### src/pet_bus_pkg.sv
// PET bus controller definitions
package pet_bus_pkg;

    // Data path and address widths
    localparam int DATA_WIDTH     = 8;
    localparam int BUS_ADDR_WIDTH = 20;
    localparam int RAM_ADDR_WIDTH = 17;  // 128 KB SRAM

    // Internal bus address map
    localparam int REG_SPACE_BIT = 19;  // 1 = register file, 0 = SRAM

    // Register indices, taken from the low address byte
    localparam int REG_CPU_CONTROL = 0;

    // Bits of the CPU control register
    localparam int CTRL_READY_BIT = 0;  // Drives cpu_ready_o
    localparam int CTRL_RESET_BIT = 1;  // Drives cpu_reset_o, set out of reset

    // SPI command byte layout
    localparam int CMD_WRITE_BIT = 7;  // 1 = write, 0 = read
    localparam int CMD_REG_BIT   = 6;  // Selects register space
    localparam int CMD_A16_BIT   = 0;  // SRAM address bit 16

    // Clocks at the end of the bus cycle kept free of host accesses,
    // long enough for one SRAM access to finish before the CPU takes over
    localparam int GUARD_CLOCKS = 4;

endpackage

### src/bus_arbiter.sv
// Host request decode and window gating
`timescale 1ns/1ps

module bus_arbiter import pet_bus_pkg::*; (
    // Host master side
    input  logic [BUS_ADDR_WIDTH-1:0] host_addr_i,
    input  logic [DATA_WIDTH-1:0]     host_wdata_i,
    output logic [DATA_WIDTH-1:0]     host_rdata_o,
    input  logic                      host_we_i,
    input  logic                      host_cycle_i,
    input  logic                      host_strobe_i,
    output logic                      host_stall_o,
    output logic                      host_ack_o,
    input  logic                      host_window_i,

    // Shared request lines to both slaves
    output logic [BUS_ADDR_WIDTH-1:0] bus_addr_o,
    output logic [DATA_WIDTH-1:0]     bus_wdata_o,
    output logic                      bus_we_o,

    // SRAM bridge
    output logic                      ram_strobe_o,
    input  logic                      ram_stall_i,
    input  logic                      ram_ack_i,
    input  logic [DATA_WIDTH-1:0]     ram_rdata_i,

    // Register file
    output logic                      reg_strobe_o,
    input  logic                      reg_stall_i,
    input  logic                      reg_ack_i,
    input  logic [DATA_WIDTH-1:0]     reg_rdata_i
);
    logic sel_reg;  // Target decode
    logic grant;    // Request may reach a slave this cycle

    assign sel_reg = host_addr_i[REG_SPACE_BIT];

    // Requests only pass while the CPU is off the SRAM
    assign grant = host_cycle_i && host_strobe_i && host_window_i;

    assign ram_strobe_o = grant && !sel_reg;
    assign reg_strobe_o = grant &&  sel_reg;

    assign bus_addr_o  = host_addr_i;
    assign bus_wdata_o = host_wdata_i;
    assign bus_we_o    = host_we_i;

    // Back-pressure outside the host window or while a slave is busy
    assign host_stall_o = !host_window_i || ram_stall_i || reg_stall_i;

    // Only one access is outstanding, so the acks never collide
    assign host_ack_o = ram_ack_i || reg_ack_i;

    // Address is held by the master until ack
    assign host_rdata_o = sel_reg ? reg_rdata_i : ram_rdata_i;

endmodule

### src/bus_timing.sv
// Bus cycle timing generator
`timescale 1ns/1ps

module bus_timing import pet_bus_pkg::*; #(
    parameter int unsigned CYCLE_CLOCKS = 64,
    parameter int unsigned CPU_CLOCKS   = 32
) (
    input  logic sys_clock_i,
    input  logic sys_reset_ni,
    output logic cpu_be_o,
    output logic cpu_clock_o,
    output logic host_window_o
);
    localparam int CNT_WIDTH = $clog2(CYCLE_CLOCKS);

    logic [CNT_WIDTH-1:0] count;
    logic [CNT_WIDTH-1:0] count_next;

    // Wraps after CYCLE_CLOCKS clocks
    assign count_next = (int'(count) == CYCLE_CLOCKS - 1) ? '0 : count + 1'b1;

    // Decodes use the next count so each registered output lines up with count
    always_ff @(posedge sys_clock_i or negedge sys_reset_ni) begin
        if (!sys_reset_ni) begin
            count         <= '0;
            cpu_be_o      <= 1'b1;  // Count 0 belongs to the CPU
            cpu_clock_o   <= 1'b0;
            host_window_o <= 1'b0;
        end else begin
            count       <= count_next;
            cpu_be_o    <= int'(count_next) < CPU_CLOCKS;
            cpu_clock_o <= (int'(count_next) >= CPU_CLOCKS / 2) &&
                           (int'(count_next) < CPU_CLOCKS);
            // Host owns the rest of the cycle minus the guard
            host_window_o <= (int'(count_next) >= CPU_CLOCKS) &&
                             (int'(count_next) < CYCLE_CLOCKS - GUARD_CLOCKS);
        end
    end

endmodule

### src/pet_bus_top.sv
// PET bus controller top level
`timescale 1ns/1ps

module pet_bus_top import pet_bus_pkg::*; #(
    parameter int unsigned CYCLE_CLOCKS = 64,
    parameter int unsigned CPU_CLOCKS   = 32
) (
    input  logic                      sys_clock_i,
    input  logic                      sys_reset_ni,

    // SPI from the microcontroller
    input  logic                      spi_cs_ni,
    input  logic                      spi_sck_i,
    input  logic                      spi_sd_i,
    output logic                      spi_sd_o,
    output logic                      spi_stall_o,

    // CPU control
    output logic                      cpu_be_o,
    output logic                      cpu_clock_o,
    output logic                      cpu_ready_o,
    output logic                      cpu_reset_o,

    // SRAM
    output logic [RAM_ADDR_WIDTH-1:0] ram_addr_o,
    input  logic [DATA_WIDTH-1:0]     ram_data_i,
    output logic [DATA_WIDTH-1:0]     ram_data_o,
    output logic                      ram_data_oe_o,
    output logic                      ram_oe_o,
    output logic                      ram_we_o
);
    logic [BUS_ADDR_WIDTH-1:0] host_addr;
    logic [DATA_WIDTH-1:0]     host_wdata;
    logic [DATA_WIDTH-1:0]     host_rdata;
    logic                      host_we;
    logic                      host_cycle;
    logic                      host_strobe;
    logic                      host_stall;
    logic                      host_ack;
    logic                      host_window;

    logic [BUS_ADDR_WIDTH-1:0] bus_addr;
    logic [DATA_WIDTH-1:0]     bus_wdata;
    logic                      bus_we;

    logic                      ram_strobe;
    logic                      ram_stall;
    logic                      ram_ack;
    logic [DATA_WIDTH-1:0]     ram_rdata;
    logic                      reg_strobe;
    logic                      reg_stall;
    logic                      reg_ack;
    logic [DATA_WIDTH-1:0]     reg_rdata;

    spi_bridge u_spi_bridge (
        .sys_clock_i, .sys_reset_ni,
        .spi_cs_ni, .spi_sck_i, .spi_sd_i, .spi_sd_o, .spi_stall_o,
        .host_addr_o(host_addr), .host_wdata_o(host_wdata), .host_rdata_i(host_rdata),
        .host_we_o(host_we), .host_cycle_o(host_cycle), .host_strobe_o(host_strobe),
        .host_stall_i(host_stall), .host_ack_i(host_ack)
    );

    bus_timing #(.CYCLE_CLOCKS(CYCLE_CLOCKS), .CPU_CLOCKS(CPU_CLOCKS)) u_bus_timing (
        .sys_clock_i, .sys_reset_ni,
        .cpu_be_o, .cpu_clock_o, .host_window_o(host_window)
    );

    bus_arbiter u_bus_arbiter (
        .host_addr_i(host_addr), .host_wdata_i(host_wdata), .host_rdata_o(host_rdata),
        .host_we_i(host_we), .host_cycle_i(host_cycle), .host_strobe_i(host_strobe),
        .host_stall_o(host_stall), .host_ack_o(host_ack), .host_window_i(host_window),
        .bus_addr_o(bus_addr), .bus_wdata_o(bus_wdata), .bus_we_o(bus_we),
        .ram_strobe_o(ram_strobe), .ram_stall_i(ram_stall),
        .ram_ack_i(ram_ack), .ram_rdata_i(ram_rdata),
        .reg_strobe_o(reg_strobe), .reg_stall_i(reg_stall),
        .reg_ack_i(reg_ack), .reg_rdata_i(reg_rdata)
    );

    ram_bridge u_ram_bridge (
        .sys_clock_i, .sys_reset_ni,
        .bus_addr_i(bus_addr), .bus_wdata_i(bus_wdata), .bus_we_i(bus_we),
        .bus_strobe_i(ram_strobe), .bus_stall_o(ram_stall),
        .bus_ack_o(ram_ack), .bus_rdata_o(ram_rdata),
        .ram_addr_o, .ram_data_i, .ram_data_o, .ram_data_oe_o, .ram_oe_o, .ram_we_o
    );

    register_file u_register_file (
        .sys_clock_i, .sys_reset_ni,
        .bus_addr_i(bus_addr), .bus_wdata_i(bus_wdata), .bus_we_i(bus_we),
        .bus_strobe_i(reg_strobe), .bus_stall_o(reg_stall),
        .bus_ack_o(reg_ack), .bus_rdata_o(reg_rdata),
        .cpu_ready_o, .cpu_reset_o
    );

endmodule

### src/ram_bridge.sv
// Bus to SRAM pin sequencer
`timescale 1ns/1ps

module ram_bridge import pet_bus_pkg::*; (
    input  logic                      sys_clock_i,
    input  logic                      sys_reset_ni,

    // Bus slave
    input  logic [BUS_ADDR_WIDTH-1:0] bus_addr_i,
    input  logic [DATA_WIDTH-1:0]     bus_wdata_i,
    input  logic                      bus_we_i,
    input  logic                      bus_strobe_i,
    output logic                      bus_stall_o,
    output logic                      bus_ack_o,
    output logic [DATA_WIDTH-1:0]     bus_rdata_o,

    // SRAM pins
    output logic [RAM_ADDR_WIDTH-1:0] ram_addr_o,
    input  logic [DATA_WIDTH-1:0]     ram_data_i,
    output logic [DATA_WIDTH-1:0]     ram_data_o,
    output logic                      ram_data_oe_o,
    output logic                      ram_oe_o,
    output logic                      ram_we_o
);
    typedef enum logic [1:0] {
        IDLE,
        ACCESS,  // Two clocks of OE or WE
        DONE     // Ack cycle
    } state_t;

    state_t state;
    logic   second;  // Second clock of ACCESS

    always_ff @(posedge sys_clock_i or negedge sys_reset_ni) begin
        if (!sys_reset_ni) begin
            state         <= IDLE;
            second        <= 1'b0;
            ram_oe_o      <= 1'b0;
            ram_we_o      <= 1'b0;
            ram_data_oe_o <= 1'b0;
        end else begin
            case (state)
                IDLE: if (bus_strobe_i) begin
                    state         <= ACCESS;
                    second        <= 1'b0;
                    ram_oe_o      <= !bus_we_i;
                    ram_we_o      <= bus_we_i;
                    ram_data_oe_o <= bus_we_i;
                end
                ACCESS: if (second) begin
                    state         <= DONE;
                    ram_oe_o      <= 1'b0;
                    ram_we_o      <= 1'b0;
                    ram_data_oe_o <= 1'b0;
                end else begin
                    second <= 1'b1;
                end
                default: state <= IDLE;
            endcase
        end
    end

    // Address and write data latched on strobe, read data on the second OE clock
    always_ff @(posedge sys_clock_i) begin
        if (state == IDLE && bus_strobe_i) begin
            ram_addr_o <= bus_addr_i[RAM_ADDR_WIDTH-1:0];
            ram_data_o <= bus_wdata_i;
        end
        if (state == ACCESS && second && ram_oe_o) begin
            bus_rdata_o <= ram_data_i;
        end
    end

    assign bus_stall_o = (state != IDLE);
    assign bus_ack_o   = (state == DONE);  // Three clocks after strobe

endmodule

### src/register_file.sv
// CPU control register file
`timescale 1ns/1ps

module register_file import pet_bus_pkg::*; (
    input  logic                      sys_clock_i,
    input  logic                      sys_reset_ni,
    input  logic [BUS_ADDR_WIDTH-1:0] bus_addr_i,
    input  logic [DATA_WIDTH-1:0]     bus_wdata_i,
    input  logic                      bus_we_i,
    input  logic                      bus_strobe_i,
    output logic                      bus_stall_o,
    output logic                      bus_ack_o,
    output logic [DATA_WIDTH-1:0]     bus_rdata_o,
    output logic                      cpu_ready_o,
    output logic                      cpu_reset_o
);
    logic                  sel_ctrl;
    logic [DATA_WIDTH-1:0] ctrl_value;

    // Register index is the low address byte
    assign sel_ctrl = (bus_addr_i[DATA_WIDTH-1:0] == DATA_WIDTH'(REG_CPU_CONTROL));

    always_comb begin
        ctrl_value                 = '0;
        ctrl_value[CTRL_READY_BIT] = cpu_ready_o;
        ctrl_value[CTRL_RESET_BIT] = cpu_reset_o;
    end

    always_ff @(posedge sys_clock_i or negedge sys_reset_ni) begin
        if (!sys_reset_ni) begin
            bus_ack_o   <= 1'b0;
            cpu_ready_o <= 1'b0;
            cpu_reset_o <= 1'b1;  // CPU held in reset until the host releases it
        end else begin
            bus_ack_o <= bus_strobe_i;
            if (bus_strobe_i && bus_we_i && sel_ctrl) begin
                cpu_ready_o <= bus_wdata_i[CTRL_READY_BIT];
                cpu_reset_o <= bus_wdata_i[CTRL_RESET_BIT];
            end
        end
    end

    // Unused indices read as zero
    always_ff @(posedge sys_clock_i) begin
        if (bus_strobe_i) bus_rdata_o <= sel_ctrl ? ctrl_value : '0;
    end

    assign bus_stall_o = 1'b0;  // Single-cycle slave

endmodule

### src/spi_bridge.sv
// SPI command to bus master bridge
`timescale 1ns/1ps

module spi_bridge import pet_bus_pkg::*; (
    input  logic                      sys_clock_i,
    input  logic                      sys_reset_ni,

    // SPI target, mode 0, MSB first
    input  logic                      spi_cs_ni,
    input  logic                      spi_sck_i,
    input  logic                      spi_sd_i,
    output logic                      spi_sd_o,
    output logic                      spi_stall_o,

    // Bus master
    output logic [BUS_ADDR_WIDTH-1:0] host_addr_o,
    output logic [DATA_WIDTH-1:0]     host_wdata_o,
    input  logic [DATA_WIDTH-1:0]     host_rdata_i,
    output logic                      host_we_o,
    output logic                      host_cycle_o,
    output logic                      host_strobe_o,
    input  logic                      host_stall_i,
    input  logic                      host_ack_i
);
    logic [1:0] sck_sync;
    logic [1:0] sdi_sync;
    logic [1:0] cs_sync;
    logic       sck_prev;
    logic       sck_rise;
    logic       deselect;

    logic [2:0]            bit_cnt;
    logic [2:0]            byte_idx;  // 0 to 3 in frame, 4 once complete
    logic                  byte_done;
    logic [DATA_WIDTH-1:0] rx_q;
    logic [DATA_WIDTH-1:0] tx_q;
    logic [DATA_WIDTH-1:0] cmd_q;
    logic [DATA_WIDTH-1:0] addr_hi_q;
    logic [DATA_WIDTH-1:0] addr_lo_q;
    logic [DATA_WIDTH-1:0] addr_lo;
    logic                  frame_write;
    logic                  issue;

    // Two-flop synchronizers, plus the previous SCK level for edge detect
    always_ff @(posedge sys_clock_i or negedge sys_reset_ni) begin
        if (!sys_reset_ni) begin
            sck_sync <= '0;
            sdi_sync <= '0;
            cs_sync  <= '1;
            sck_prev <= 1'b0;
        end else begin
            sck_sync <= {sck_sync[0], spi_sck_i};
            sdi_sync <= {sdi_sync[0], spi_sd_i};
            cs_sync  <= {cs_sync[0], spi_cs_ni};
            sck_prev <= sck_sync[1];
        end
    end

    assign sck_rise = sck_sync[1] && !sck_prev;
    assign deselect = cs_sync[1];  // CS high drops any partial frame

    // Bit and byte counters
    always_ff @(posedge sys_clock_i or negedge sys_reset_ni) begin
        if (!sys_reset_ni) begin
            bit_cnt   <= '0;
            byte_idx  <= '0;
            byte_done <= 1'b0;
        end else begin
            byte_done <= 1'b0;
            if (deselect) begin
                bit_cnt  <= '0;
                byte_idx <= '0;
            end else begin
                if (sck_rise) begin
                    bit_cnt   <= bit_cnt + 3'd1;
                    byte_done <= (bit_cnt == 3'd7);  // rx_q full on the next clock
                end
                if (byte_done && byte_idx != 3'd4) byte_idx <= byte_idx + 3'd1;
            end
        end
    end

    assign frame_write = cmd_q[CMD_WRITE_BIT];
    assign addr_lo     = frame_write ? addr_lo_q : rx_q;

    // Reads go out after the address, writes after the data byte
    assign issue = byte_done && !deselect && !host_cycle_o &&
                   ((byte_idx == 3'd2 && !frame_write) || (byte_idx == 3'd3 && frame_write));

    // Shifters, frame fields and the request latched for the bus
    always_ff @(posedge sys_clock_i) begin
        if (!deselect && sck_rise) rx_q <= {rx_q[DATA_WIDTH-2:0], sdi_sync[1]};

        if (host_cycle_o && host_ack_i && !host_we_o) begin
            tx_q <= host_rdata_i;  // Shifted out in the dummy byte
        end else if (!deselect && sck_rise) begin
            tx_q <= {tx_q[DATA_WIDTH-2:0], 1'b0};
        end

        if (byte_done && !deselect) begin
            case (byte_idx)
                3'd0: cmd_q <= rx_q;
                3'd1: addr_hi_q <= rx_q;
                3'd2: addr_lo_q <= rx_q;
                default: ;
            endcase
        end

        if (issue) begin
            host_addr_o                      <= '0;
            host_addr_o[REG_SPACE_BIT]       <= cmd_q[CMD_REG_BIT];
            host_addr_o[RAM_ADDR_WIDTH-1:0]  <= {cmd_q[CMD_A16_BIT], addr_hi_q, addr_lo};
            host_wdata_o                     <= rx_q;
            host_we_o                        <= frame_write;
        end
    end

    // Bus handshake, one access per frame
    always_ff @(posedge sys_clock_i or negedge sys_reset_ni) begin
        if (!sys_reset_ni) begin
            host_cycle_o  <= 1'b0;
            host_strobe_o <= 1'b0;
        end else if (issue) begin
            host_cycle_o  <= 1'b1;
            host_strobe_o <= 1'b1;
        end else begin
            if (host_strobe_o && !host_stall_i) host_strobe_o <= 1'b0;  // Request taken
            if (host_cycle_o && host_ack_i) host_cycle_o <= 1'b0;
        end
    end

    assign spi_stall_o = host_cycle_o;  // MCU waits for this to fall
    assign spi_sd_o    = tx_q[DATA_WIDTH-1];

endmodule

### config.mk
export PLATFORM = sky130hd
export DESIGN_NAME = pet_bus_top
export DESIGN_NICKNAME = d
export VERILOG_FILES = /design/src/pet_bus_pkg.sv /design/src/bus_arbiter.sv /design/src/bus_timing.sv /design/src/pet_bus_top.sv /design/src/ram_bridge.sv /design/src/register_file.sv /design/src/spi_bridge.sv
export SDC_FILE = /design/constraint.sdc
export NUM_CORES = 1
export LEC_CHECK = 0
export ABC_AREA = 1
export ABC_CLOCK_PERIOD_IN_PS = 3500
export CORE_ASPECT_RATIO = 1.25
export CORE_UTILIZATION = 65
export CTS_BUF_LIST = sky130_fd_sc_hd__clkbuf_8
export DETAILED_ROUTE_END_ITERATION = 7
export DONT_BUFFER_PORTS = 1
export PLACE_DENSITY = 0.81
export SYNTH_ARGS = -nofsm -noshare
export SYNTH_HDL_FRONTEND = slang
export SYNTH_SLANG_ARGS = --single-unit
### constraint.sdc
create_clock -name sys_clock_i -period 3.5 [get_ports sys_clock_i]
set_input_delay 0.175 -clock sys_clock_i [delete_from_list [all_inputs] [get_ports sys_clock_i]]
set_output_delay 0.175 -clock sys_clock_i [all_outputs]
set_load 0.01 [all_outputs]
== Word-level counts from Yosys, hierarchy flattened ==
Cells that the tools add are included.

* Shift operators: 0
* Div/mod/pow operators: 0
* Add/subtract/negate cells: 3
* Bitwise gates (word level): 0
* Mux-type cells: 25
* Multiply operators: 0
* Equal/unequal tests: 10
* Order comparisons: 4
* Reduce and logical (&&, ||, !) cells: 49

{| class="wikitable"
|+ Operators by type and width
! operator !! count
|-
| $mux W8 || 4
|-
| $logic_and A1 B1 Y1 || 22
|-
| $reduce_bool A2 Y1 || 7
|-
| $lt A6 B6 Y1 const B || 2
|-
| $mux W3 || 4
|-
| $mux W1 || 10
|-
| $reduce_and A2 Y1 || 5
|-
| $logic_not A1 Y1 || 8
|-
| $logic_not A8 Y1 || 1
|-
| $add A3 B1 Y3 const B || 2
|-
| $add A6 B1 Y6 const B || 1
|-
| $eq A3 B2 Y1 const B || 2
|-
| $eq A6 B6 Y1 const B || 1
|-
| $ge A6 B5 Y1 const B || 1
|-
| $ge A6 B6 Y1 const B || 1
|-
| $mux W6 || 1
|-
| $pmux W1 S2 || 3
|-
| $mux W2 || 2
|-
| $ne A2 B1 Y1 const B || 2
|-
| $pmux W2 S2 || 1
|-
| $eq A3 B1 Y1 const B || 1
|-
| $eq A3 B3 Y1 const B || 1
|-
| $logic_not A3 Y1 || 1
|-
| $logic_or A1 B1 Y1 || 3
|-
| other kinds (5) || 5
|}

* Memories kept: 0
* Memory bits (writable): 0
* Output and inout bits: 34
* Memory bits (read-only): 0
* Bits in registers: 141
* Input bits: 13
* Latch bits: 0

== Depth between registers and ports, before layout ==
Gate-level depths: netlist of the first run.

* Depth after elaboration: 6
* Depth in mapped cells: 7
* Mapped depth without buffers: 7

== Hierarchy ==
From an unflattened synthesis of the first run, not the netlist that was laid out.

* Cell total of the unflattened synthesis: 391
* Area, all modules: 5,114.9 µm²

{| class="wikitable"
|+ Modules (own cells, without submodules)
! module !! times used !! area an instance (µm²) !! cells an instance !! sequential area each (µm²)
|-
| spi_bridge || 1 || 2,840.2 || 192 || 2,264.7
|-
| ram_bridge || 1 || 1,239.9 || 62 || 1,116.1
|-
| bus_timing || 1 || 405.4 || 42 || 226.5
|-
| bus_arbiter || 1 || 352.8 || 61 || 0.0
|-
| register_file || 1 || 276.5 || 34 || 136.4
|}

== Least setup slack after synthesis of the first run ==
Ideal clock, no wire load.

* Kind: reg2reg
* Start point: reg u_spi_bridge.byte_idx[0]
* End point: reg u_spi_bridge.host_addr_o[0] (enable)
* Path buffers: 0
* Data arrival time: 2.081 ns
* Required time: 3.089 ns
* Library setup time: 0.411 ns
* Path slack: 1.008 ns
* Stages on the path, launching flop included: 7
* Path through: dfrtp_1 > inv_1 > ha_1 > inv_1 > o21ai_0 > nand2_1 > nor2_1

* Longest elaborated chain between the ends: 4
* Elaborated cells on any way between the ends: 6

{| class="wikitable"
|+ RTL lines
! item !! line !! source
|-
| start: declaration || spi_bridge.sv:33 || <nowiki>logic [2:0] byte_idx;</nowiki>
|-
| start signal: assignment || spi_bridge.sv:78 || <nowiki>if (byte_done && byte_idx != 3'd4) byte_idx <= byte_idx + 3'd1;</nowiki>
|-
| $eq A3 B2 Y1 || spi_bridge.sv:88 || <nowiki>((byte_idx == 3'd2 && !frame_write) || (byte_idx == 3'd3 && frame_write));</nowiki>
|-
| $logic_and A1 B1 Y1 || spi_bridge.sv:88 ||
|-
| $logic_or A1 B1 Y1 (*) || spi_bridge.sv:88 ||
|-
| $logic_and A1 B1 Y1 (*) || spi_bridge.sv:87 || <nowiki>assign issue = byte_done && !deselect && !host_cycle_o &&</nowiki>
|-
| net u_spi_bridge.issue || spi_bridge.sv:42 || <nowiki>logic issue;</nowiki>
|-
| end signal: indexed assignment || spi_bridge.sv:111 || <nowiki>host_addr_o[REG_SPACE_BIT] <= cmd_q[CMD_REG_BIT];</nowiki>
|-
| end signal: indexed assignment || spi_bridge.sv:112 || <nowiki>host_addr_o[RAM_ADDR_WIDTH-1:0] <= {cmd_q[CMD_A16_BIT], addr_hi_q, addr_lo};</nowiki>
|-
| end: declaration || spi_bridge.sv:16 || <nowiki>output logic [BUS_ADDR_WIDTH-1:0] host_addr_o,</nowiki>
|}

The timed path passes the listed nets; every way through them passes the cells marked *.
A chain may end at the register's enable or synchronous reset.

== Worst setup path after layout of the first run ==
* Start point: reg u_spi_bridge.host_cycle_o
* End point: reg u_ram_bridge.ram_data_o[2] (enable)

* Longest elaborated chain between the ends: 4

{| class="wikitable"
|+ RTL lines
! item !! line !! source
|-
| start: declaration || spi_bridge.sv:20 || <nowiki>output logic host_cycle_o,</nowiki>
|-
| start signal: assignment || spi_bridge.sv:121 || <nowiki>host_cycle_o <= 1'b0;</nowiki>
|-
| start signal: assignment || spi_bridge.sv:124 || <nowiki>host_cycle_o <= 1'b1;</nowiki>
|-
| start signal: assignment || spi_bridge.sv:128 || <nowiki>if (host_cycle_o && host_ack_i) host_cycle_o <= 1'b0;</nowiki>
|-
| $logic_and A1 B1 Y1 (2 in a row) || bus_arbiter.sv:39 || <nowiki>assign grant = host_cycle_i && host_strobe_i && host_window_i;</nowiki>
|-
| $logic_and A1 B1 Y1 || bus_arbiter.sv:41 || <nowiki>assign ram_strobe_o = grant && !sel_reg;</nowiki>
|-
| $logic_and A1 B1 Y1 || ram_bridge.sv:65 || <nowiki>if (state == IDLE && bus_strobe_i) begin</nowiki>
|-
| end signal: assignment || ram_bridge.sv:67 || <nowiki>ram_data_o <= bus_wdata_i;</nowiki>
|-
| end: declaration || ram_bridge.sv:20 || <nowiki>output logic [DATA_WIDTH-1:0] ram_data_o,</nowiki>
|}

No other way between the ends.

==> results of run 1 <==
==> area by class of cell <==
cell class	instances	area share, %
tap	90	2.072
clock inverter	15	5.272
multi-input combinational	155	14.83
timing repair buffer	14	2.716
inverter	28	1.934
clock buffer	17	4.305
sequential	130	68.88
==> metrics by stage <==
step	hold slack [ns]	std cells	util, %
3_3_place_gp	-0.1198	404	68.44
2_1_floorplan	-0.1206	316	-
5_1_grt	0.1763	449	77.91
4_1_cts	0.1761	449	77.91
6_report	0.1933	449	77.91
3_5_place_dp	-0.1198	404	68.44
==> layer usage <==
layer  wire length, µm  global-route usage (%)
met1              3463                   31.35
met2              4950                   45.88
met3               576                   8.208
met4               259                   13.11
met5                 0                       0
==> flip-flops by register name (all words and copies together) (netlist names), 3 cells and up <==
register and flops:
u_spi_bridge.host_wdata_o 8, u_spi_bridge.addr_lo_q 8, u_spi_bridge.tx_q 8, u_spi_bridge.bit_cnt 3, u_bus_timing.count 6, u_ram_bridge.ram_data_o 8, u_spi_bridge.byte_idx 3, u_ram_bridge.ram_addr_o 17
u_spi_bridge.host_addr_o 18, u_ram_bridge.bus_rdata_o 8, u_spi_bridge.rx_q 8, u_spi_bridge.addr_hi_q 8, u_spi_bridge.cmd_q 3
==> synthesized netlist by cell type (2+ instances only) <==
| cell | instances |
|---|---|
| a21oi_1 | 4 |
| ha_1 | 8 |
| dfrtp_1 | 29 |
| nor2_2 | 3 |
| nor3_1 | 2 |
| inv_1 | 26 |
| nand2_1 | 76 |
| dfstp_2 | 4 |
| nor2_1 | 21 |
| buf_6 | 2 |
| inv_2 | 2 |
| nand3_1 | 13 |
| o21ai_2 | 6 |
| nand4_1 | 3 |
| o21ai_0 | 7 |
| edfxtp_1 | 97 |
==> worst reg2reg max path: stages (launching register included) <==
cell and delay [ns]:
dfrtp_1 0.63, nand3_2 0.14, nor2_2 0.23, nand2_2 0.13, inv_1 0.75
==> power breakdown <==
group	leakage [nW]	total, W	internal [W]	switching, W
sequential	1.30	0.00166	0.00166	0.00000683
clock	0.259	0.00166	0.00106	0.000598
combinational	0.591	0.0000329	0.0000144	0.0000185
==> repair_timing <==
| action | CTS | global route |
|---|---|---|
| buffers inserted | 0 | 0 |
| setup endpoints to repair | 0 | 0 |
| hold buffers | 13 | 0 |
| endpoints found under the hold margin | 44 | 0 |
==> worst min-delay path by stage <==
stage                       startpoint                     endpoint  slack (ns)  cells past startpoint
after floorplan           sys_reset_ni        u_bus_timing.count[0]       -0.12                      0
after global placement    sys_reset_ni        u_bus_timing.count[0]       -0.12                      0
after detailed placement  sys_reset_ni        u_bus_timing.count[4]       -0.12                      0
after CTS                 sys_reset_ni  u_register_file.cpu_ready_o        0.18                      2
after global routing      sys_reset_ni  u_register_file.cpu_ready_o        0.18                      2
final                     sys_reset_ni  u_register_file.cpu_ready_o        0.19                      2
==> cells by family (layout without fill, tap and decap cells) <==
logic type                 Yosys count  after routing  synth area share [%]
DFF                                130            130                 79.96
AOI/OAI and AO/OA                   22             22                 3.314
xor gates and xnor gates             1              1                0.1871
muxes                                1              1                0.2138
adders and majority gates            8              8                 2.138
and+or+nand+nor                    123            123                 11.30
buffers and inverters               31             74                 2.886
==> impl_metrics.tcl, run 1 <==
set metrics [dict create \
    preCtsSetupSlack_ns 1.394 \
    yosys.area.top_type "edfxtp_1" \
    ant_nets 0 \
    r2r_slack_ns 1.22 \
    grt_overflow 0 \
    r2r-end "u_ram_bridge.ram_data_o[2]" \
    criticalPathCategory "reg -> reg" \
    synth_top_area_share_pct 62.21 \
    synth_nets 337 \
    synthToLayoutAreaGrowth_pct 16.09 \
    period_minus_slack_ns 2.279 \
    maxSlewViolCount 0 \
    critPathBufInv 1 \
    fin_area_mm2 0.005435 \
    cts_resized 0 \
    syn_area_mm2 0.004682 \
    outcome "finished clean" \
    p_leak_nw 2.145 \
    drive_above_1_share_pct 15.32 \
    r2r-start "u_spi_bridge.host_cycle_o" \
    grt_first_pass_wirelength_um 14230 \
    multi_input_area_um2 805.8 \
    avgSynthCellArea_um2 14.82 \
    grt_max_degree 34 \
    setup_ws_ns 1.221 \
    crit_slowest_cell "inv_1" \
    wl_per_cell_um 20.60 \
    peakVddDrop_uv 363.3 \
    place_area_mm2 0.004775 \
    cp.required_ns 3.55 \
    ys_ff_latch 130 \
    synth.area.top_cells "edfxtp_1, dfrtp_1, nand2_1" \
    vias_per_cell 5.791 \
    coreArea_mm2 0.006977 \
    clk-insertion-delay-late_ns 0.43 \
    cp_cell_sequence "nand3_2 -> nor2_2 -> nand2_2 -> inv_1" \
    cp_slowest_stage_delay_ns 0.75 \
    layout_common_cells "edfxtp_1, nand2_1, dfrtp_1" \
    cts_tree "done" \
    drt-initial-drc-count 207 \
    firstDrtPassIters 7 \
    nNetsFinal 367 \
    worstSetupEndpoint "u_ram_bridge.ram_data_o[2]" \
    die_y_um 96.89 \
    rr_worst_depth 4 \
    clk_path_buf_depth 2 \
    grt_pass1_vias 2624 \
    tns_ns 0 \
    hp-class "in -> async" \
    gr-usage-all-layers_pct 27.11 \
    startpoint_type "flop" \
    cts_sinks 130 \
    antenna_found_initial 0 \
    routabilityCongestion 0.7874 \
    synth_edf_count 97 \
    vias 2600 \
    num_rows 34 \
    relSlewSlack_pct 28.30 \
    cts_buffers 17 \
    yosysSeqAreaShare_pct 79.96 \
    period_share_pct 65.12 \
    fillers 333 \
    start_util_pct 67.11 \
    cts-root-buf "clkbuf_8" \
    synth-async-reset-ratio_pct 25.38 \
    drc 0 \
    skew_ns 0.01746 \
    io_buffers 0 \
    wl_um 9251 \
    critPathTopFamily "buffers and inverters" \
    crit_cells 4 \
    final_common_cell "edfxtp_1" \
    synth_ff_type "edfxtp_1" \
    hold_viol_final 0 \
    seq_area_mm2 0.003744 \
    cts.htree.levels 4 \
    synth_cell_types 29 \
    fmaxAchievable_mhz 438.8 \
    fp.dieW_um 77.91 \
    finalSetupViolations 0 \
    tightest_slew_ns 1.067 \
    powerDensity_mw_per_mm2 617.5 \
    yosys_warnings 0 \
    insertedDiodeCount 0 \
    pin_count 47 \
    totalPowerFinal_w 0.003356 \
    syn_inst 316 \
    clk_pin_slew_ns 0.08 \
    hpwlAfterDp_um 4847 \
    worstSetupEndpointType "flop" \
    maxCapViolCount 0 \
    crit_start "u_spi_bridge.host_cycle_o" \
    rsz0062_at_grt "false" \
    critical_path.max_fanout 25 \
    die-area_mm2 0.007549 \
    worstPathArrival_ns 2.33 \
]
(Power assumes the default switching activity.)
==> inputs of run 2 (changes only) <==
ABC_CLOCK_PERIOD_IN_PS = 2200   (was 3500)
clock period = 2.2 ns   (was 3.5 ns; I/O delays follow)
==> impl_metrics.tcl, run 2 (synthesis gave the netlist of run 1 again) <==
set metrics [dict create \
    antenna_found_initial 0 \
    nNetsFinal 370 \
    critPathTopFamily "buffers and inverters" \
    cpMostUsedCell "inv_1" \
    seqPwrFrac_pct 59.5 \
    tightest_slew_ns 0.6709 \
    cp.required_ns 2.30 \
    finalSetupViolations 0 \
    maxCapViolCount 0 \
    coreArea_mm2 0.006977 \
    fp.dieW_um 77.91 \
    powerDensity_mw_per_mm2 841.9 \
    routabilityCongestion 0.8362 \
    skew_ns 0.01748 \
    die-area_mm2 0.007549 \
    crit_slowest_cell "dfrtp_1" \
    io_buffers 0 \
    worstPathArrival_ns 1.97 \
    fmaxAchievable_mhz 532.3 \
    clk-insertion-delay-late_ns 0.44 \
    cp_cell_sequence "inv_1 -> ha_1 -> inv_1 -> o21ai_0 -> nand2_1 -> nor2_2 -> buf_4" \
    setup_ws_ns 0.3214 \
    synthToLayoutAreaGrowth_pct 12.77 \
    wl_um 8317 \
    place_area_mm2 0.004797 \
    ant_nets 0 \
    peakVddDrop_uv 622.7 \
    clk_path_buf_depth 2 \
    multi_input_area_um2 805.8 \
    cp_slowest_stage_delay_ns 0.41 \
    drt-initial-drc-count 167 \
    maxSlewViolCount 0 \
    drc 0 \
    outcome "finished clean" \
    fin_util_pct 75.68 \
    pin_count 47 \
    seq_area_mm2 0.003744 \
    vias 2523 \
    fillers 377 \
    relSlewSlack_pct 55.11 \
    startpoint_type "flop" \
    rsz0062_at_grt "false" \
    cts-root-buf "clkbuf_8" \
    grt_first_pass_wirelength_um 12900 \
    largest_reg_flops 18 \
    firstDrtPassIters 6 \
    cts_setup_buffers 0 \
    cts_sinks 130 \
    regMostFlops "u_spi_bridge.host_addr_o" \
    grt_overflow 0 \
    tns_ns 0 \
    preCtsSetupSlack_ns 0.3529 \
    start_util_pct 67.11 \
    grt_pass1_vias 2482 \
    num_rows 34 \
    cts.htree.levels 4 \
    cts_buffers 17 \
    p_clk_share_pct 39.3 \
    hpwlAfterDp_um 5147 \
    critPathBufInv 3 \
    period_share_pct 85.39 \
    insertedDiodeCount 0 \
    fin_worst_hold_slack_ns 0.1020 \
    period_minus_slack_ns 1.879 \
    swShare_pct 22.60 \
    p_leak_nw 2.077 \
    drive_above_1_share_pct 16.30 \
    grt_max_degree 34 \
    hold_viol_final 0 \
    criticalPathCategory "reg -> reg" \
    p_comb_share_pct 1.2 \
    top_regs "u_spi_bridge.host_addr_o x18, u_ram_bridge.ram_addr_o x17" \
    critical_path.max_fanout 27 \
    worstSetupEndpointType "flop" \
    vias_per_cell 5.582 \
    fin_area_mm2 0.005280 \
    cts_tree "done" \
    hp-class "in -> async" \
    layout_common_cells "edfxtp_1, nand2_1, dfrtp_1" \
    clk_pin_slew_ns 0.08 \
    die_y_um 96.89 \
    internal_power_w 0.003441 \
    wl_per_cell_um 18.40 \
    final_common_cell "edfxtp_1" \
    power.switching_w 0.001005 \
    gr-usage-all-layers_pct 24.27 \
]
[run 2: cell count changes in the layout (fill, tap and decap cells not counted), sizes merged]
cell,delta
bufinv,-8
clkinv,+5
buf,+3
inv,+2
clkinvlp,+1
[run 2: cell type report]
cell class	count	share of cell area, %
Clock buffer	17	4.431
Clock inverter	15	2.062
Inverter	28	1.991
Multi-Input combinational cell	155	15.26
Sequential cell	130	70.90
Tap cell	90	2.133
Timing Repair Buffer	17	3.223
[run 2: metal layers]
metal / vias up / wire (µm) / GRT usage, %
li1: 1158 / - / -
met1: 1255 / 3136 / 28.10
met2: 92 / 4564 / 40.64
met3: 18 / 435 / 8.019
met4: 0 / 180 / 11.54
met5: - / 0 / 0
[run 2: power by group through the flow]
stage | registers [W] | clock network [W] | logic, W
5_1_grt | 0.00265 | 0.00185 | 0.0000579
4_1_cts | 0.00265 | 0.00175 | 0.0000519
6_report | 0.00265 | 0.00175 | 0.0000515
2_1_floorplan | 0.00269 | 0 | 0.0000138
3_3_place_gp | 0.00270 | 0 | 0.0000171
3_5_place_dp | 0.00270 | 0 | 0.0000185
[run 2: path summary, 6_finish.rpt]
check,startpoint,end,slack [ns],cells after the start
min in group sys_clock_i,spi_cs_ni,u_spi_bridge.cs_sync[0],0.22,1
hold / removal,sys_reset_ni,u_bus_timing.count[4],0.10,2
max in group asynchronous,sys_reset_ni,u_spi_bridge.cs_sync[0],1.84,2
setup / recovery,u_spi_bridge.byte_idx[0],u_spi_bridge.host_addr_o[3],0.32,7
hold reg to reg,u_spi_bridge.sck_sync[0],u_spi_bridge.sck_sync[1],0.36,0
setup reg to reg,u_spi_bridge.byte_idx[0],u_spi_bridge.host_addr_o[3],0.32,7
[run 2: stage by stage]
| stage | cells | power, W |
|---|---|---|
| 6_report | 452 | 0.004446 |
| 5_1_grt | 452 | 0.004553 |
| 4_1_cts | 452 | 0.004449 |
| 3_5_place_dp | 407 | 0.002717 |
| 3_3_place_gp | 407 | 0.002714 |
| 2_1_floorplan | 316 | 0.002707 |
[run 2: timing repair]
item	CTS	global route
resized for setup	0	0
hold buffers	13	0
endpoints found under the setup margin	0	0
hold endpoints to repair	44	0
==> inputs of run 3 (changes only) <==
SYNTH_HIERARCHICAL = 1   (was not set)
==> impl_metrics.tcl, run 3 <==
set metrics [dict create \
    wl_um 7668 \
    p_comb_share_pct 1.2 \
    rsz0062_at_grt "false" \
    grt_first_pass_wirelength_um 12310 \
    period_share_pct 74.98 \
    firstDrtPassIters 7 \
    drc 0 \
    antenna_found_initial 0 \
    tns_ns 0 \
    yosys_warnings 6 \
    maxSlewViolCount 0 \
    wl_per_cell_um 15.52 \
    swShare_pct 22.68 \
    cts_setup_buffers 0 \
    hpwlAfterDp_um 4819 \
    critical_path.max_fanout 27 \
    hp-class "in -> async" \
    drive_above_1_share_pct 17.46 \
    regMostFlops "u_spi_bridge/host_addr_o" \
    syn_inst 385 \
    io_buffers 0 \
    totalPowerFinal_w 0.004664 \
    powerDensity_mw_per_mm2 850.2 \
    r2r_slack_ns 0.55 \
    cts_buffers 17 \
    layout_common_cells "nand2_1, edfxtp_1, dfrtp_1" \
    cp_cell_sequence "inv_1 -> ha_1 -> nand2_1 -> nand2_1 -> nand3_2 -> inv_1 -> buf_4" \
    period_minus_slack_ns 1.650 \
    relSlewSlack_pct 55.73 \
    top_regs "u_spi_bridge/host_addr_o x18, u_ram_bridge/ram_addr_o x17" \
    critPathTopFamily "buffers and inverters" \
    cp_slowest_stage_delay_ns 0.41 \
    grt_pass1_vias 2515 \
    largest_reg_flops 18 \
    skew_ns 0.01217 \
    num_rows 35 \
    clk_path_buf_depth 2 \
    nNetsFinal 409 \
    cts_tree "done" \
    clk-insertion-delay-late_ns 0.43 \
    grt_overflow 0 \
    tightest_slew_ns 0.6616 \
    final_common_cell "nand2_1" \
    hold_viol_final 0 \
    p_clk_share_pct 42.1 \
    cts.htree.levels 4 \
    clk_pin_slew_ns 0.08 \
    fp.dieW_um 81.02 \
    avgSynthCellArea_um2 13.18 \
    outcome "finished clean" \
    die_y_um 100.8 \
    finalSetupViolations 0 \
    syn_area_mm2 0.005074 \
    die-area_mm2 0.008165 \
    start_util_pct 68.15 \
    p_leak_nw 2.252 \
    internal_power_w 0.003606 \
    vias_per_cell 5.350 \
    drt-initial-drc-count 170 \
    vias 2643 \
    startpoint_type "flop" \
    criticalPathCategory "reg -> reg" \
    cts-root-buf "clkbuf_8" \
    crit_slowest_cell "dfrtp_1" \
    power.switching_w 0.001058 \
    coreArea_mm2 0.007445 \
    maxCapViolCount 0 \
    cts_sinks 130 \
    fmaxAchievable_mhz 606.2 \
    grt_max_degree 34 \
    worstPathArrival_ns 1.75 \
    routabilityCongestion 0.7951 \
    peakVddDrop_uv 560.1 \
    critPathBufInv 3 \
    ant_nets 0 \
    pin_count 47 \
    cp.required_ns 2.30 \
    seqPwrFrac_pct 56.7 \
    worstSetupEndpointType "flop" \
    synthToLayoutAreaGrowth_pct 8.113 \
    gr-usage-all-layers_pct 21.38 \
]
## run 3: changes by cell type in the layout (fill, tap and decap cells not counted), moves of 5 or more
| cell | previous run | this run |
|---|---|---|
| o21ai_2 | 6 | 0 |
| nand3_1 | 13 | 22 |
| nand2_2 | 1 | 6 |
| nand2_1 | 76 | 107 |
| conb_1 | 0 | 7 |
| o21ai_0 | 7 | 1 |
## run 3: per-layer routing
metal	global-route usage (%)	wire [µm]
met5	0	0
met4	10.16	153
met3	7.059	415
met2	33.81	4063
met1	26.51	3036
## run 3: metrics by stage
step	setup WS, ns	util [%]	hold WS [ns]	std cells	cell area, µm²
6_report	0.5505	73.68	0.1432	494	5485
2_1_floorplan	0.4386	-	-0.1856	391	5096
3_3_place_gp	0.6265	66.45	-0.1847	448	4947
3_5_place_dp	0.5614	66.45	-0.1847	448	4947
4_1_cts	0.5442	73.65	0.1064	493	5483
5_1_grt	0.4094	73.65	0.1263	493	5483
## run 3: area by class of cell
cell class,count,area (µm²)
flip-flops and latches,130,3744
fillers,441,1959
multi-input cells,192,942.2
clock buffers,17,234.0
repair buffers,16,162.7
clock inverters,15,161.4
inverters,31,123.9
well taps,92,115.1
diodes,1,2.502
## run 3: path summary, 6_finish.rpt
| path | from | endpoint | cells after the start |
|---|---|---|---|
| max | u_spi_bridge/byte_idx[0] | u_spi_bridge/host_addr_o[7] | 7 |
| min | sys_reset_ni | u_register_file/bus_ack_o | 2 |
| max reg2reg | u_spi_bridge/byte_idx[0] | u_spi_bridge/host_addr_o[7] | 7 |
| min reg2reg | u_spi_bridge/sdi_sync[0] | u_spi_bridge/sdi_sync[1] | 0 |
| max in group asynchronous | sys_reset_ni | u_spi_bridge/cs_sync[0] | 2 |
| min in group sys_clock_i | spi_cs_ni | u_spi_bridge/cs_sync[0] | 1 |
## run 3: worst register-to-register path, cell delays in order (launching register included)
cell     delay [ns]
dfrtp_1        0.41
inv_1          0.12
ha_1           0.16
nand2_1        0.06
nand2_1        0.08
nand3_2        0.10
inv_1          0.06
buf_4          0.31
## run 3: what timing repair did
item                      4_1_cts  5_1_grt
hold buffers                   13        0
hold endpoints to repair       44        0
resized for setup               0        0
## run 3: power by group through the flow
stage                     Combinational, W  Sequential [W]  Clock (W)
after CTS                        0.0000557         0.00264    0.00201
after detailed placement         0.0000225         0.00270          0
after floorplan                  0.0000271         0.00269          0
after global routing             0.0000640         0.00265    0.00211
final                            0.0000566         0.00264    0.00196
after global placement           0.0000213         0.00270          0
